[config.mk]
export PLATFORM = sky130hd
export DESIGN_NAME = floo_serial_link
export DESIGN_NICKNAME = d
export VERILOG_FILES = /design/src/serial_link_pkg.sv /design/src/serial_link_bridge.sv /design/src/serial_link_ctrl.sv /design/src/serial_link_tx.sv /design/src/serial_link_rx.sv /design/src/floo_serial_link.sv
export SDC_FILE = /design/constraint.sdc
export NUM_CORES = 1
export LEC_CHECK = 0
export BUFFER_PORTS_ARGS = -buffer_cell sky130_fd_sc_hd__clkbuf_2
export CAP_MARGIN = 20
export CORE_ASPECT_RATIO = 0.6
export CORE_MARGIN = 3
export CORE_UTILIZATION = 30
export CTS_CLUSTER_SIZE = 10
export DETAILED_ROUTE_END_ITERATION = 8
export PLACE_DENSITY = 0.56
export SYNTH_ARGS = -nofsm -noshare
export SYNTH_HDL_FRONTEND = slang
export SYNTH_HIERARCHICAL = 1
export SYNTH_SLANG_ARGS = --single-unit
export TNS_END_PERCENT = 50
[constraint.sdc]
create_clock -name clk_i -period 3.17 [get_ports clk_i]
set_input_delay 0.7925 -clock clk_i [delete_from_list [all_inputs] [get_ports clk_i]]
set_output_delay 0.7925 -clock clk_i [all_outputs]
set_load 0.02 [all_outputs]
[src/serial_link_pkg.sv]
/*
  Shared widths, beat counts and packed types of the off-chip serial link.
  Every link module imports this package; the flit and payload structs
  fix the bit layout on the wires and in the framing.
*/
`default_nettype none

package serial_link_pkg;

  ////////////////////////////////////////////////////////////
  // Link geometry
  ////////////////////////////////////////////////////////////

  localparam int FlitDataSize = 32;
  localparam int NumLanes     = 8;

  // Header bit plus flit data
  localparam int PayloadBits  = FlitDataSize + 1;

  // Payload rounded up to whole lane-wide beats
  localparam int NumBeats     = (PayloadBits + NumLanes - 1) / NumLanes;
  localparam int FramedBits   = NumBeats * NumLanes;

  // Local clock cycles per beat, forwarded clock toggles mid-beat
  localparam int ClkDiv       = 4;

  localparam int BeatIdxWidth = (NumBeats > 1) ? $clog2(NumBeats) : 1;
  localparam int DivCntWidth  = (ClkDiv > 1) ? $clog2(ClkDiv) : 1;

  ////////////////////////////////////////////////////////////
  // Types
  ////////////////////////////////////////////////////////////

  typedef logic [FlitDataSize-1:0] flit_data_t;

  typedef struct packed {
    logic       valid;
    flit_data_t data;
  } flit_chan_t;

  // hdr is 0 for request and 1 for response
  typedef struct packed {
    logic       hdr;
    flit_data_t flit_data;
  } payload_t;

  typedef logic [NumLanes-1:0] lane_t;

endpackage : serial_link_pkg

`default_nettype wire

[src/serial_link_bridge.sv]
/*
  Bridge between the two flit channels and the single link.
  Transmit picks one valid channel round robin and tags it with the
  header bit. Receive steers each finished frame to req_o or rsp_o
  by that bit, one cycle after the frame completes.
*/
`default_nettype none

module serial_link_bridge (
  input  logic                        clk_i,
  input  logic                        rst_n_i,
  input  serial_link_pkg::flit_chan_t req_i,
  input  serial_link_pkg::flit_chan_t rsp_i,
  output logic                        req_ready_o,
  output logic                        rsp_ready_o,
  input  logic                        tx_busy_i,
  output logic                        tx_req_o,
  output serial_link_pkg::payload_t   tx_payload_o,
  input  serial_link_pkg::payload_t   rx_payload_i,
  input  logic                        rx_frame_done_i,
  output serial_link_pkg::flit_chan_t req_o,
  output serial_link_pkg::flit_chan_t rsp_o
);

  import serial_link_pkg::*;

  logic       gnt_req;
  logic       gnt_rsp;
  logic       accept;
  logic       prio_rsp_q;
  logic       req_valid_q;
  logic       rsp_valid_q;
  flit_data_t rx_data_q;

  ////////////////////////////////////////////////////////////
  // Transmit arbitration
  ////////////////////////////////////////////////////////////

  // Request wins unless response is valid and holds the priority
  assign gnt_req = req_i.valid & (~rsp_i.valid | ~prio_rsp_q);
  assign gnt_rsp = rsp_i.valid & ~gnt_req;

  // With nothing valid both channels look ready
  assign req_ready_o = ~tx_busy_i & ~gnt_rsp;
  assign rsp_ready_o = ~tx_busy_i & ~gnt_req;

  assign tx_req_o = req_i.valid | rsp_i.valid;
  assign accept   = tx_req_o & ~tx_busy_i;

  always_comb begin
    tx_payload_o.hdr       = gnt_rsp;
    tx_payload_o.flit_data = gnt_rsp ? rsp_i.data : req_i.data;
  end

  // Hand priority to the channel that lost this acceptance
  always_ff @(posedge clk_i or negedge rst_n_i) begin
    if (!rst_n_i) begin
      prio_rsp_q <= 1'b0;
    end else if (accept) begin
      prio_rsp_q <= gnt_req;
    end
  end

  ////////////////////////////////////////////////////////////
  // Receive demultiplexing
  ////////////////////////////////////////////////////////////

  always_ff @(posedge clk_i or negedge rst_n_i) begin
    if (!rst_n_i) begin
      req_valid_q <= 1'b0;
      rsp_valid_q <= 1'b0;
    end else begin
      req_valid_q <= rx_frame_done_i & ~rx_payload_i.hdr;
      rsp_valid_q <= rx_frame_done_i & rx_payload_i.hdr;
    end
  end

  always_ff @(posedge clk_i) begin
    if (rx_frame_done_i) begin
      rx_data_q <= rx_payload_i.flit_data;
    end
  end

  assign req_o = '{valid: req_valid_q, data: rx_data_q};
  assign rsp_o = '{valid: rsp_valid_q, data: rx_data_q};

endmodule : serial_link_bridge

`default_nettype wire

[src/serial_link_ctrl.sv]
/*
  Control of the serial link.
  The transmit FSM spends ClkDiv cycles on each of NumBeats beats and
  strobes the transmitter to load, shift and toggle the forwarded clock.
  The receive side counts detected beats into fixed-length frames.
*/
`default_nettype none

module serial_link_ctrl (
  input  logic clk_i,
  input  logic rst_n_i,
  input  logic tx_req_i,
  output logic tx_busy_o,
  output logic tx_load_o,
  output logic tx_shift_o,
  output logic tx_toggle_o,
  input  logic rx_beat_i,
  output logic rx_frame_done_o
);

  import serial_link_pkg::*;

  typedef enum logic {
    StIdle,
    StSend
  } tx_state_e;

  tx_state_e               state_q;
  logic [DivCntWidth-1:0]  timer_q;
  logic [BeatIdxWidth-1:0] tx_beat_q;
  logic [BeatIdxWidth-1:0] rx_beat_q;
  logic                    beat_end;
  logic                    last_tx_beat;
  logic                    last_rx_beat;

  ////////////////////////////////////////////////////////////
  // Transmit FSM
  ////////////////////////////////////////////////////////////

  assign tx_busy_o    = (state_q == StSend);
  assign tx_load_o    = (state_q == StIdle) & tx_req_i;
  assign beat_end     = (timer_q == DivCntWidth'(ClkDiv - 1));
  assign last_tx_beat = (tx_beat_q == BeatIdxWidth'(NumBeats - 1));

  // Strobes lead the transmitter outputs by one cycle
  assign tx_shift_o  = tx_busy_o & beat_end;
  assign tx_toggle_o = tx_busy_o & (timer_q == DivCntWidth'(ClkDiv / 2 - 1));

  always_ff @(posedge clk_i or negedge rst_n_i) begin
    if (!rst_n_i) begin
      state_q   <= StIdle;
      timer_q   <= '0;
      tx_beat_q <= '0;
    end else begin
      case (state_q)
        StIdle: begin
          if (tx_req_i) begin
            state_q   <= StSend;
            timer_q   <= '0;
            tx_beat_q <= '0;
          end
        end
        StSend: begin
          if (beat_end) begin
            timer_q <= '0;
            if (last_tx_beat) begin
              state_q <= StIdle;
            end else begin
              tx_beat_q <= tx_beat_q + 1'b1;
            end
          end else begin
            timer_q <= timer_q + 1'b1;
          end
        end
        default: begin
          state_q <= StIdle;
        end
      endcase
    end
  end

  ////////////////////////////////////////////////////////////
  // Receive beat counter
  ////////////////////////////////////////////////////////////

  // Frames have a fixed length, so counting from reset keeps alignment
  assign last_rx_beat    = (rx_beat_q == BeatIdxWidth'(NumBeats - 1));
  assign rx_frame_done_o = rx_beat_i & last_rx_beat;

  always_ff @(posedge clk_i or negedge rst_n_i) begin
    if (!rst_n_i) begin
      rx_beat_q <= '0;
    end else if (rx_beat_i) begin
      rx_beat_q <= last_rx_beat ? '0 : rx_beat_q + 1'b1;
    end
  end

endmodule : serial_link_ctrl

`default_nettype wire

[src/serial_link_tx.sv]
/*
  Transmit side of the DDR link.
  Holds the framed payload in a shift register whose lowest lane drives
  ddr_o, and a forwarded clock register that flips once per beat.
  All outputs change in the cycle after the matching control strobe.
*/
`default_nettype none

module serial_link_tx (
  input  logic                      clk_i,
  input  logic                      rst_n_i,
  input  serial_link_pkg::payload_t tx_payload_i,
  input  logic                      tx_load_i,
  input  logic                      tx_shift_i,
  input  logic                      tx_toggle_i,
  output serial_link_pkg::lane_t    ddr_o,
  output logic                      ddr_rcv_clk_o
);

  import serial_link_pkg::*;

  logic [FramedBits-1:0] shift_q;
  logic                  fwd_clk_q;

  ////////////////////////////////////////////////////////////
  // Beat shift register
  ////////////////////////////////////////////////////////////

  // Zero fill from the top so the lanes go quiet after the last beat
  always_ff @(posedge clk_i or negedge rst_n_i) begin
    if (!rst_n_i) begin
      shift_q <= '0;
    end else if (tx_load_i) begin
      shift_q <= {{(FramedBits - PayloadBits){1'b0}}, tx_payload_i};
    end else if (tx_shift_i) begin
      shift_q <= {{NumLanes{1'b0}}, shift_q[FramedBits-1:NumLanes]};
    end
  end

  assign ddr_o = lane_t'(shift_q[NumLanes-1:0]);

  ////////////////////////////////////////////////////////////
  // Forwarded clock
  ////////////////////////////////////////////////////////////

  always_ff @(posedge clk_i or negedge rst_n_i) begin
    if (!rst_n_i) begin
      fwd_clk_q <= 1'b0;
    end else if (tx_toggle_i) begin
      fwd_clk_q <= ~fwd_clk_q;
    end
  end

  assign ddr_rcv_clk_o = fwd_clk_q;

endmodule : serial_link_tx

`default_nettype wire

[src/serial_link_rx.sv]
/*
  Receive side of the DDR link.
  The forwarded clock and the lanes pass two synchronizer flops. Each
  edge of the synchronized clock, rising or falling, captures one beat
  into a shift register that fills from the top, and raises rx_beat_o
  three cycles after the toggle on the pin.
*/
`default_nettype none

module serial_link_rx (
  input  logic                      clk_i,
  input  logic                      rst_n_i,
  input  logic                      ddr_rcv_clk_i,
  input  serial_link_pkg::lane_t    ddr_i,
  output logic                      rx_beat_o,
  output serial_link_pkg::payload_t rx_payload_o
);

  import serial_link_pkg::*;

  logic                  clk_meta_q;
  logic                  clk_sync_q;
  logic                  clk_prev_q;
  logic                  beat_q;
  logic                  edge_det;
  lane_t                 lane_meta_q;
  lane_t                 lane_sync_q;
  logic [FramedBits-1:0] shift_q;

  ////////////////////////////////////////////////////////////
  // Synchronizers and edge detection
  ////////////////////////////////////////////////////////////

  always_ff @(posedge clk_i or negedge rst_n_i) begin
    if (!rst_n_i) begin
      clk_meta_q <= 1'b0;
      clk_sync_q <= 1'b0;
      clk_prev_q <= 1'b0;
      beat_q     <= 1'b0;
    end else begin
      clk_meta_q <= ddr_rcv_clk_i;
      clk_sync_q <= clk_meta_q;
      clk_prev_q <= clk_sync_q;
      beat_q     <= edge_det;
    end
  end

  // Both edges carry data
  assign edge_det = clk_sync_q ^ clk_prev_q;

  // Lanes follow the same two-stage path as the clock
  always_ff @(posedge clk_i) begin
    lane_meta_q <= ddr_i;
    lane_sync_q <= lane_meta_q;
  end

  ////////////////////////////////////////////////////////////
  // Beat capture
  ////////////////////////////////////////////////////////////

  // First beat lands in the lowest lane once the frame is complete
  always_ff @(posedge clk_i) begin
    if (edge_det) begin
      shift_q <= {lane_sync_q, shift_q[FramedBits-1:NumLanes]};
    end
  end

  assign rx_beat_o    = beat_q;
  assign rx_payload_o = payload_t'(shift_q[PayloadBits-1:0]);

endmodule : serial_link_rx

`default_nettype wire

[src/floo_serial_link.sv]
/*
  Top level of the single-channel DDR serial link.
  Request and response flits enter through valid/ready ports, leave the
  chip as lane-wide beats with a forwarded clock, and come back from the
  far side as single-cycle strobes on req_o and rsp_o.
*/
`default_nettype none

module floo_serial_link (
  input  logic                        clk_i,
  input  logic                        rst_n_i,
  input  serial_link_pkg::flit_chan_t req_i,
  input  serial_link_pkg::flit_chan_t rsp_i,
  output logic                        req_ready_o,
  output logic                        rsp_ready_o,
  output serial_link_pkg::flit_chan_t req_o,
  output serial_link_pkg::flit_chan_t rsp_o,
  input  logic                        ddr_rcv_clk_i,
  output logic                        ddr_rcv_clk_o,
  input  serial_link_pkg::lane_t      ddr_i,
  output serial_link_pkg::lane_t      ddr_o
);

  import serial_link_pkg::*;

  payload_t tx_payload;
  payload_t rx_payload;
  logic     tx_req;
  logic     tx_busy;
  logic     tx_load;
  logic     tx_shift;
  logic     tx_toggle;
  logic     rx_beat;
  logic     rx_frame_done;

  ////////////////////////////////////////////////////////////
  // Network side
  ////////////////////////////////////////////////////////////

  serial_link_bridge u_bridge (
    .clk_i           ( clk_i         ),
    .rst_n_i         ( rst_n_i       ),
    .req_i           ( req_i         ),
    .rsp_i           ( rsp_i         ),
    .req_ready_o     ( req_ready_o   ),
    .rsp_ready_o     ( rsp_ready_o   ),
    .tx_busy_i       ( tx_busy       ),
    .tx_req_o        ( tx_req        ),
    .tx_payload_o    ( tx_payload    ),
    .rx_payload_i    ( rx_payload    ),
    .rx_frame_done_i ( rx_frame_done ),
    .req_o           ( req_o         ),
    .rsp_o           ( rsp_o         )
  );

  serial_link_ctrl u_ctrl (
    .clk_i           ( clk_i         ),
    .rst_n_i         ( rst_n_i       ),
    .tx_req_i        ( tx_req        ),
    .tx_busy_o       ( tx_busy       ),
    .tx_load_o       ( tx_load       ),
    .tx_shift_o      ( tx_shift      ),
    .tx_toggle_o     ( tx_toggle     ),
    .rx_beat_i       ( rx_beat       ),
    .rx_frame_done_o ( rx_frame_done )
  );

  ////////////////////////////////////////////////////////////
  // Physical side
  ////////////////////////////////////////////////////////////

  serial_link_tx u_tx (
    .clk_i         ( clk_i         ),
    .rst_n_i       ( rst_n_i       ),
    .tx_payload_i  ( tx_payload    ),
    .tx_load_i     ( tx_load       ),
    .tx_shift_i    ( tx_shift      ),
    .tx_toggle_i   ( tx_toggle     ),
    .ddr_o         ( ddr_o         ),
    .ddr_rcv_clk_o ( ddr_rcv_clk_o )
  );

  serial_link_rx u_rx (
    .clk_i         ( clk_i         ),
    .rst_n_i       ( rst_n_i       ),
    .ddr_rcv_clk_i ( ddr_rcv_clk_i ),
    .ddr_i         ( ddr_i         ),
    .rx_beat_o     ( rx_beat       ),
    .rx_payload_o  ( rx_payload    )
  );

endmodule : floo_serial_link

`default_nettype wire

==> results of run 1 <==
critical path, cell delays in order:
cell and delay [ns]:
clkbuf_2 0.13, nand2b_4 0.07, nand2_4 0.06, inv_1 0.05, nor2_1 0.09, clkbuf_2 0.18
metrics by stage:
stage	std cells	area (µm²)	hold WS [ns]	power [mW]	util (%)
global placement	745	6310	0.311	3.77	33.9
global route	777	6910	0.333	6.12	37.1
detailed placement	745	6310	0.312	3.85	33.9
finish	777	6910	0.328	5.77	37.1
CTS	777	6910	0.329	5.86	37.1
floorplan	419	5890	0.310	3.69	-
logic make-up after synthesis:
group	after synthesis	share of synthesized area (%)
compound gates	45	3.98
xor+xnor	2	0.298
fa+ha+maj	6	1.28
buf+inv	101	12.8
flops	138	63.4
mux	59	12.6
simple gates	68	5.68
state kept, by name, indices dropped and copies added (netlist names), 2 cells and up:
signal / count
u_rx/shift_q: 40
u_tx/shift_q: 33
u_bridge/rx_data_q: 32
u_rx/lane_meta_q: 8
u_rx/lane_sync_q: 8
u_ctrl/rx_beat_q: 3
u_ctrl/tx_beat_q: 3
u_ctrl/timer_q: 2
report_power, final:
group / switching (mW) / internal [mW] / total [mW]
Combinational: 0.761 / 0.558 / 1.32
Sequential: 0.207 / 2.27 / 2.48
Clock: 0.843 / 1.13 / 1.97
Total: 1.81 / 3.96 / 5.77
per-layer routing:
layer  vias to the layer above  GRT usage (%)
li1                       1542              -
met2                        58           15.2
met4                         0           4.53
met3                         9           3.03
met5                         -              0
met1                      1498           13.1
worst max path at each step:
stage                  endpoint  slack, ns  depth (start not counted)
6_report            req_ready_o       1.01                          6
5_1_grt             req_ready_o       0.93                          5
4_1_cts             req_ready_o       1.01                          6
3_5_place_dp   u_tx/shift_q[31]       0.93                          7
3_3_place_gp   u_tx/shift_q[31]       0.99                          7
2_1_floorplan   u_rx/shift_q[0]       0.41                          1
placed cells by master, fill, tap and decap left out, types with 4 or more instances in the layout:
cell	n
buf_4	4
clkbuf_16	17
clkbuf_2	153
dfrtp_1	50
dfxtp_1	16
edfxtp_1	72
ha_1	6
inv_1	10
inv_6	6
inv_8	5
mux2_4	29
mux2i_1	27
nand2_1	43
nand2b_1	9
o21ai_0	16
o21ai_1	23
final cells by class:
type	count	area share [%]
clock inverters	15	2.50
clock buffers	17	6.16
well taps	260	4.71
repair buffers	157	11.5
inverters	10	0.543
flip-flops and latches	138	54.0
multi-input cells	180	20.6
==> metrics.cfg, run 1 <==
[final_layout]
area_delta_synth_final_pct = 17.4
drive_above_1_share_pct = 44.3
multiInputGateArea_um2 = 1420
register_area_um2 = 3730
fillCellCount = 1827
nets = 587
diodes = 0

[clock_tree]
cts_max_level = 4
cts_root_buf = clkbuf_16
cts_resized = 0
cts_sinks = 138
tritoncts = built
cts_hold_buf = 0
cts_buffers = 17
clk_path_buf_depth = 2
postCtsSetupRepairBufs = 0
clock_latency_ns = 0.41
path_clk_slew_ns = 0.06

[global_route]
grt_pass1_wl_mm = 16.5
grtUsageTotal_pct = 9.94
grt_overflow_total = 0
antenna_found_initial = 0
grt_max_degree = 67
grt_pass1_vias = 3208

[route]
drc = 0
drtIter0Drc = 209
wl_met1_mm = 4.87
routed_wl_mm = 10.4
top_layer_used = met4
first_pass_iters = 4
viasPerCell = 4.00
route.met3.wl_um = 341
num_vias = 3107
wl_per_cell_um = 13.4
dr_wl_met2_mm = 5.06
antenna_left = 0

[critical_path]
timing.rr.start = u_ctrl/rx_beat_q[0]
worstPathArrival_ns = 1.37
reg2reg_depth = 3
worstSetupPathType = primary input to output pin
required_ns = 2.38
startpoint_type = primary input
endpoint_kind = output pin
startpoint = req_i[32]
reg2reg_to = u_bridge/rx_data_q[20]
r2r_slack_ns = 1.34
cp_max_fo = 3

[yosys]
synth_area_per_cell_um2 = 14.0
post-synth-top-count-cell = buf_4
yosysWarnings = 6
yosys.area.top_type_share_pct = 36.7
synth_common_cells = buf_4, edfxtp_1, dfrtp_1
synthCells = 419
syn-num-nets = 502
async_flop_share_pct = 36.2
synth_flop_cell = edfxtp_1
synth_edf_count = 72
yosys.area.top_type = edfxtp_1
synth_area_um2 = 5890
synth_seq_cells = 138
synth_cell_types = 34
ys_seq_area_share_pct = 63.4
synth_area_leaders = edfxtp_1, dfrtp_1, buf_4, mux2_4, dfxtp_1

[floorplan]
die_w_um = 187
core_um2 = 18600
die_area_um2 = 21400
io_pins = 154
rows = 38
start_util_pct = 31.6
die_h_um = 114

[hold_path]
worstHoldStart = u_rx/lane_meta_q[4]
min_path_type = flip-flop to flip-flop
hold_path_end = u_rx/lane_sync_q[4]
hold_depth = 0

[power_and_ir_drop]
pwr_density_cell_nw_per_um2 = 835
ir_drop_v = 0.000329
p_leak_nw = 3.06

[place]
dp.final_hpwl_mm = 7.44
numPortBuffers = 153
place_congestion = 0.730
dp_slack_ns = 0.927

[timing]
maxSlewHeadroom_pct = 44.8
fin_crit_sh_pct = 68.2
period_minus_slack_ns = 2.16
setup_viol = 0
skew_ns = 0.0114
finalMaxSlewViolations = 0
worst-slew-pin-transition_ns = 0.828
hold_viol_final = 0
fin_ws_ns = 1.01
finalSetupTns_ns = 0
fmax_mhz = 462
rsz0062_at_grt = no

[flow_run]
maxCapViolCount = 0

[status]
status = complete, no violations

No activity file was read; power rests on OpenSTA's default activity.
==> inputs of run 2 (changes only) <==
--- a/config.mk
+++ b/config.mk
@@ -5,6 +5,7 @@
 export SDC_FILE = /design/constraint.sdc
 export NUM_CORES = 1
 export LEC_CHECK = 0
+export ABC_AREA = 1
 export BUFFER_PORTS_ARGS = -buffer_cell sky130_fd_sc_hd__clkbuf_2
 export CAP_MARGIN = 20
 export CORE_ASPECT_RATIO = 0.6
@@ -12,7 +13,7 @@
 export CORE_UTILIZATION = 30
 export CTS_CLUSTER_SIZE = 10
 export DETAILED_ROUTE_END_ITERATION = 8
-export PLACE_DENSITY = 0.56
+export PLACE_DENSITY = 0.58
 export SYNTH_ARGS = -nofsm -noshare
 export SYNTH_HDL_FRONTEND = slang
 export SYNTH_HIERARCHICAL = 1
==> constraint.sdc (replaced) <==
create_clock -name clk_i -period 1.9 [get_ports clk_i]
set_input_delay 0.475 -clock clk_i [delete_from_list [all_inputs] [get_ports clk_i]]
set_output_delay 0.475 -clock clk_i [all_outputs]
set_load 0.02 [all_outputs]
==> run 2 against run 1 <==
Compared with the run above:
- clock skew down 0.00072 ns
- worst setup slack worse by 0.91 ns
- critical path depth down 2
- clock-buffer cell count up 2
- largest cell class unchanged
- synthesized cell count up 33%
- worst hold slack worse by 0.28 ns
- power up 56%
- die area about the same
- critical endpoint unchanged
==> metrics.cfg, run 2 <==
[timing]
skew_ns = 0.0107  ; was 0.0114 ns
finalSetupTns_ns = 0  ; unchanged
period_minus_slack_ns = 1.80
hold_viol_final = 0  ; unchanged
rsz0062_at_grt = no  ; unchanged
maxSlewHeadroom_pct = 77.6  ; was 44.8%
finalMaxSlewViolations = 0  ; unchanged
worst-slew-pin-transition_ns = 0.336  ; was 0.828 ns
fin_crit_sh_pct = 94.7
fmax_mhz = 556
setup_viol = 0  ; unchanged

[critical_path]
worstPathArrival_ns = 1.32  ; was 1.37 ns
r2r_slack_ns = 0.28  ; was 1.34 ns
startpoint_type = flip-flop  ; was primary input
slowest_stage = dfrtp_1  ; was clkbuf_2
slowest_delay_ns = 0.42  ; was 0.18 ns
path_cells = o21ai_4 > inv_1 > nor2_1 > clkbuf_2  ; was clkbuf_2 > nand2b_4 > nand2_4 > inv_1 > nor2_1 > clkbuf_2
worstSetupPathType = flip-flop to output pin  ; was primary input to output pin
cp_max_fo = 3  ; unchanged
crit_family = flip-flops  ; was buffers and inverters
required_ns = 1.42  ; was 2.38 ns
cp.buffers_inverters = 2  ; was 3
endpoint_kind = output pin  ; unchanged

[route]
antenna_left = 0  ; unchanged
viasPerCell = 4.05  ; was 4.00
drtIter0Drc = 213  ; was 209
wl_per_cell_um = 12.1  ; was 13.4 µm
routed_wl_mm = 11.2  ; was 10.4 mm
drc = 0  ; unchanged
num_vias = 3738  ; was 3107
first_pass_iters = 5  ; was 4

[floorplan]
core_um2 = 19100  ; was 18600 µm²
die_h_um = 115  ; was 114 µm
rows = 39  ; was 38
die_area_um2 = 21400  ; about the same
die_w_um = 187  ; about the same
start_util_pct = 30.8  ; was 31.6%
io_pins = 154  ; unchanged

[power_and_ir_drop]
p_sw_share_pct = 30.6  ; was 31.4%
combPwrFrac_pct = 20.8  ; was 22.9%
p_leak_nw = 3.41  ; was 3.06 nW
p_int_mw = 6.25  ; was 3.96 mW
pwr_density_cell_nw_per_um2 = 1290  ; was 835 nW/µm²
power_mw = 9.00  ; was 5.77 mW
seqPwrFrac_pct = 44.2  ; was 42.9%
switchingPower_mw = 2.75  ; was 1.81 mW
ir_drop_v = 0.000537  ; was 0.000329 V
p_clk_share_pct = 35.0  ; was 34.2%

[yosys]
synth_edf_count = 72  ; unchanged
async_flop_share_pct = 36.2  ; unchanged
syn-num-nets = 641  ; was 502
post-synth-top-count-cell = nand2_1  ; was buf_4
synth_area_leaders = edfxtp_1, dfrtp_1, nand2_1, buf_4, nand3_1  ; was edfxtp_1, dfrtp_1, buf_4, mux2_4, dfxtp_1
ys_seq_area_share_pct = 63.4  ; about the same
synth_common_cells = nand2_1, buf_4, nand3_1  ; was buf_4, edfxtp_1, dfrtp_1
synthCells = 558  ; was 419
synth_flop_cell = edfxtp_1  ; unchanged
yosysWarnings = 6  ; unchanged
yosys.area.top_type_share_pct = 36.7  ; about the same
yosys.area.top_type = edfxtp_1  ; unchanged
synth_area_per_cell_um2 = 10.6  ; was 14.0 µm²
synth_cell_types = 23  ; was 34
synth_seq_cells = 138  ; unchanged
synth_area_um2 = 5890  ; about the same

[final_layout]
reg.largest.list = u_rx/shift_q (40), u_tx/shift_q (33), u_bridge/rx_data_q (32)  ; unchanged
drive_above_1_share_pct = 30.9  ; was 44.3%
nets = 726  ; was 587
layout_commonest_cell = nand2_1  ; was clkbuf_2
top_register = u_rx/shift_q  ; unchanged
diodes = 0  ; unchanged
fillCellCount = 1980  ; was 1827
layout_common_cells = nand2_1, clkbuf_2, nand3_1  ; was clkbuf_2, edfxtp_1, dfrtp_1
largest_reg_flops = 40  ; unchanged
area_delta_synth_final_pct = 18.5  ; was 17.4%
instances_no_fill = 922  ; was 777

[clock_tree]
tritoncts = built  ; unchanged
clk_path_buf_depth = 2  ; unchanged
path_clk_slew_ns = 0.06  ; about the same
clock_latency_ns = 0.40  ; was 0.41 ns
cts_resized = 0  ; unchanged
cts_sinks = 138  ; unchanged
cts_root_buf = clkbuf_16  ; unchanged
cts_hold_buf = 0  ; unchanged
cts_buffers = 17  ; unchanged
postCtsSetupRepairBufs = 0  ; unchanged
cts_max_level = 4  ; unchanged

[global_route]
grt_pass1_wl_mm = 17.8  ; was 16.5 mm
antenna_found_initial = 0  ; unchanged
grt_overflow_total = 0  ; unchanged
grtUsageTotal_pct = 10.4  ; was 9.94%
grt_max_degree = 51  ; was 67
grt_pass1_vias = 3563  ; was 3208

[status]
status = complete, no violations  ; unchanged

[place]
dp.final_hpwl_mm = 8.03  ; was 7.44 mm
numPortBuffers = 153  ; unchanged
place_congestion = 0.782  ; was 0.730
dp_cells = 890  ; was 745

[flow_run]
maxCapViolCount = 0  ; unchanged

[hold_path]
min_path_type = primary input to async pin  ; was flip-flop to flip-flop

==> run 2: cell count changes after synthesis, moves of 3 or more <==
cell,delta
nand2_1,+151
mux2_4,-29
nand2_2,+3
mux2i_1,-27
nor2_1,+3
o21ai_0,-14
buf_6,+3
mux2_2,-3
inv_1,+18
nand2b_1,-9
nand3_1,+71
buf_4,+3
o21ai_1,-23
==> run 2: worst register-to-register path, stage by stage (launching register included) <==
cell and delay [ns]:
dfrtp_1 0.41, ha_1 0.19, nand2_1 0.12, inv_1 0.30, buf_4 0.30, nand2_1 0.09
nand2_1 0.06, nand2_1 0.05, nand2_1 0.05
==> run 2: metal layers <==
| metal | global-route usage, % | share of wire, % | vias up |
|---|---|---|---|
| li1 | - | - | 1900 |
| met1 | 15.3 | 52 | 1757 |
| met2 | 14.9 | 44 | 66 |
| met3 | 2.36 | 3.0 | 15 |
| met4 | 3.77 | 1.3 | 0 |
| met5 | 0 | 0 | - |
==> run 2: power groups by stage <==
stage,logic [mW],registers (mW),clock network (mW)
after floorplan,1.50,4.07,0
after global placement,1.88,4.03,0
after detailed placement,1.90,4.04,0
after CTS,1.91,3.99,3.26
after global routing,2.14,4.05,3.38
final,1.88,3.98,3.15
==> run 2: cell type report <==
cell class / count / area, µm² / share of cell area, %
clock buffers: 19 / 454 / 6.51
flip-flops and latches: 138 / 3730 / 53.5
clock inverters: 13 / 118 / 1.69
repair buffers: 164 / 923 / 13.2
well taps: 266 / 333 / 4.77
inverters: 30 / 113 / 1.61
multi-input cells: 292 / 1300 / 18.7
==> run 2: final timing paths <==
kind,from,endpoint,depth (start not counted)
worst min-delay path,rst_n_i,u_bridge/prio_rsp_q,2
min in group clk_i,ddr_i[0],u_rx/lane_meta_q[0],1
worst max register to register,u_ctrl/timer_q[0],u_tx/shift_q[15],8
worst max-delay path,u_bridge/prio_rsp_q,req_ready_o,4
worst min register to register,u_rx/lane_meta_q[7],u_rx/lane_sync_q[7],0
max in group asynchronous,rst_n_i,u_tx/shift_q[11],2
==> run 2: cell families after synthesis <==
family / share of synthesized area, %
adder cells (fa/ha/maj): 1.27
AND/OR/NAND/NOR: 19.6
XOR/XNOR: 0.149
flip-flops: 63.4
buffers and inverters: 14.5
AO/OA/AOI/OAI: 1.04
==> run 2: metrics by stage <==
step | instance area [µm²] | utilization [%] | setup WS [ns] | hold WS, ns
floorplan | 5890 | - | 0.154 | 0.179
global placement | 6400 | 33.5 | 0.236 | 0.311
detailed placement | 6400 | 33.5 | 0.188 | 0.312
CTS | 6980 | 36.5 | 0.0729 | 0.0541
global route | 6980 | 36.5 | 0.00341 | 0.0595
finish | 6980 | 36.5 | 0.102 | 0.0522
==> inputs of run 3 (changes only) <==
--- a/config.mk
+++ b/config.mk
@@ -8,12 +8,14 @@
 export ABC_AREA = 1
 export BUFFER_PORTS_ARGS = -buffer_cell sky130_fd_sc_hd__clkbuf_2
 export CAP_MARGIN = 20
+export CELL_PAD_IN_SITES_DETAIL_PLACEMENT = 0
+export CELL_PAD_IN_SITES_GLOBAL_PLACEMENT = 1
 export CORE_ASPECT_RATIO = 0.6
 export CORE_MARGIN = 3
-export CORE_UTILIZATION = 30
+export CORE_UTILIZATION = 36
 export CTS_CLUSTER_SIZE = 10
 export DETAILED_ROUTE_END_ITERATION = 8
-export PLACE_DENSITY = 0.58
+export PLACE_DENSITY = 0.81
 export SYNTH_ARGS = -nofsm -noshare
 export SYNTH_HDL_FRONTEND = slang
 export SYNTH_HIERARCHICAL = 1
==> run 3 against run 2 <==
Compared with the run above:
- register-to-register slack worse by 0.08 ns
- clock skew is 0.0014 ns lower
- non-clock buffer count is 3 higher
- core utilization is 7.7 points higher
- highest routed layer unchanged
- wire length is 1.2% lower
==> metrics.cfg, run 3 (synthesis gave the netlist of run 2 again) <==
[power_and_ir_drop]
power_mw = 9.06  ; was 9.00 mW
p_sw_share_pct = 31.7  ; was 30.6%
pwr_density_cell_nw_per_um2 = 1310  ; was 1290 nW/µm²
p_int_mw = 6.19  ; was 6.25 mW
seqPwrFrac_pct = 44.0  ; was 44.2%
p_clk_share_pct = 34.8  ; was 35.0%
switchingPower_mw = 2.87  ; was 2.75 mW
combPwrFrac_pct = 21.2  ; was 20.8%
ir_drop_v = 0.000537  ; about the same
p_leak_nw = 3.42  ; was 3.41 nW

[critical_path]
slowest_delay_ns = 0.44  ; was 0.42 ns
reg2reg_depth = 7  ; was 8
cp_max_fo = 3  ; unchanged
r2r_slack_ns = 0.20  ; was 0.28 ns
timing.rr.start = u_ctrl/tx_busy_o  ; was u_ctrl/timer_q[0]
required_ns = 1.42  ; about the same
reg2reg_to = u_tx/shift_q[14]  ; was u_tx/shift_q[15]
endpoint_kind = output pin  ; unchanged
slowest_stage = dfrtp_1  ; unchanged
worstPathArrival_ns = 1.33  ; was 1.32 ns
path_cells = o21ai_4 > inv_1 > nor2_2 > buf_4  ; was o21ai_4 > inv_1 > nor2_1 > clkbuf_2
startpoint_type = flip-flop  ; unchanged
worstSetupPathType = flip-flop to output pin  ; unchanged

[global_route]
grt_overflow_total = 0  ; unchanged
grt_pass1_vias = 3669  ; was 3563
antenna_found_initial = 0  ; unchanged
grt_max_degree = 51  ; unchanged
grtUsageTotal_pct = 12.4  ; was 10.4%
grt_pass1_wl_mm = 18.0  ; was 17.8 mm

[final_layout]
layout_commonest_cell = nand2_1  ; unchanged
top_register = u_rx/shift_q  ; unchanged
nets = 729  ; was 726
area_delta_synth_final_pct = 17.6  ; was 18.5%
reg.largest.list = u_rx/shift_q (40), u_tx/shift_q (33), u_bridge/rx_data_q (32)  ; unchanged
fillCellCount = 1483  ; was 1980
largest_reg_flops = 40  ; unchanged
diodes = 0  ; unchanged
finalInstanceArea_um2 = 6930  ; was 6980 µm²
drive_above_1_share_pct = 31.7  ; was 30.9%
layout_common_cells = nand2_1, clkbuf_2, nand3_1  ; unchanged
instances_no_fill = 862  ; was 922

[clock_tree]
cts_buffers = 17  ; unchanged
clock_latency_ns = 0.40  ; about the same
cts_sinks = 138  ; unchanged
cts_max_level = 4  ; unchanged
cts_root_buf = clkbuf_16  ; unchanged
path_clk_slew_ns = 0.06  ; about the same
tritoncts = built  ; unchanged
clk_path_buf_depth = 2  ; unchanged

[status]
status = complete, no violations  ; unchanged

[route]
drtIter0Drc = 246  ; was 213
antenna_left = 0  ; unchanged
num_vias = 3802  ; was 3738
first_pass_iters = 4  ; was 5
viasPerCell = 4.41  ; was 4.05
drc = 0  ; unchanged
routed_wl_mm = 11.1  ; was 11.2 mm
wl_per_cell_um = 12.8  ; was 12.1 µm

[flow_run]
maxCapViolCount = 0  ; unchanged

[floorplan]
start_util_pct = 37.6  ; was 30.8%
io_pins = 154  ; unchanged
die_w_um = 171  ; was 187 µm
rows = 35  ; was 39
core_um2 = 15700  ; was 19100 µm²
die_h_um = 105  ; was 115 µm
die_area_um2 = 18000  ; was 21400 µm²

[timing]
finalSetupTns_ns = 0  ; unchanged
skew_ns = 0.00923  ; was 0.0107 ns
period_minus_slack_ns = 1.81  ; was 1.80 ns
fin_crit_sh_pct = 95.2  ; was 94.7%
fin_ws_ns = 0.0904  ; was 0.102 ns
rsz0062_at_grt = no  ; unchanged
fmax_mhz = 553  ; was 556 MHz
worst-slew-pin-transition_ns = 0.490  ; was 0.336 ns
finalMaxSlewViolations = 0  ; unchanged
setup_viol = 0  ; unchanged
maxSlewHeadroom_pct = 67.3  ; was 77.6%
hold_viol_final = 0  ; unchanged

[place]
place_area_um2 = 6310  ; was 6400 µm²
dp_cells = 826  ; was 890
place_congestion = 0.828  ; was 0.782
numPortBuffers = 153  ; unchanged
dp_slack_ns = 0.0694  ; was 0.188 ns
dp.final_hpwl_mm = 7.97  ; was 8.03 mm

[hold_path]
min_path_type = primary input to async pin  ; unchanged

-- run 3: changes by cell type in the layout (fill, tap and decap cells not counted), sizes merged --
cell,previous run,this run
clkinvlp,1,2
clkinv,8,6
bufinv,1,0
inv,33,36
buf,11,16
clkbuf,172,169
-- run 3: timing repair --
item / CTS / global route
setup buffers: 0 / 4
resized for setup: 0 / 5
hold buffers: 0 / 0
setup endpoints to repair: 0 / 2
-- run 3: worst max path at each step --
stage                                   start               endpoint  cells past startpoint
after CTS                 u_bridge/prio_rsp_q            req_ready_o                      4
after floorplan           u_ctrl/rx_beat_q[0]  u_bridge/rx_data_q[0]                      4
after global placement              req_i[32]       u_tx/shift_q[10]                      9
after global routing      u_bridge/prio_rsp_q            rsp_ready_o                      5
after detailed placement            req_i[32]       u_tx/shift_q[14]                      9
final                     u_bridge/prio_rsp_q            req_ready_o                      4
-- run 3: critical path, delay by kind of cell (launching register included) --
kind / cells / cell delay [ns]
AO/OA/AOI/OAI: 1 / 0.17
buffers and inverters: 2 / 0.23
flip-flops: 1 / 0.44
AND/OR/NAND/NOR: 1 / 0.09
-- run 3: layout make-up --
| type | count | area, µm² | share of cell area, % |
|---|---|---|---|
| Clock buffer | 18 | 450 | 6.50 |
| Clock inverter | 14 | 131 | 1.90 |
| Inverter | 30 | 113 | 1.63 |
| Multi-Input combinational cell | 292 | 1310 | 18.8 |
| Sequential cell | 138 | 3730 | 53.9 |
| Tap cell | 203 | 254 | 3.67 |
| Timing Repair Buffer | 167 | 938 | 13.6 |
-- run 3: metal layers --
layer	vias to the layer above	global-route usage [%]	routed length [µm]
met3	11	2.87	327
met1	1815	18.3	5550
met4	0	4.08	142
met5	-	0	0
li1	1906	-	-
met2	70	18.0	5040
-- run 3: metrics by stage --
stage / hold slack (ns) / utilization (%)
floorplan: 0.179 / -
global placement: 0.316 / 40.2
detailed placement: 0.312 / 40.2
CTS: 0.0538 / 43.9
global route: 0.0568 / 44.2
finish: 0.0421 / 44.2
-- run 3: power by group through the flow --
stage | Sequential (mW) | Combinational (mW) | Clock (mW)
global route | 4.05 | 2.16 | 3.37
CTS | 3.99 | 1.91 | 3.24
detailed placement | 4.04 | 1.91 | 0
finish | 3.98 | 1.92 | 3.16
floorplan | 4.07 | 1.50 | 0
global placement | 4.01 | 1.86 | 0
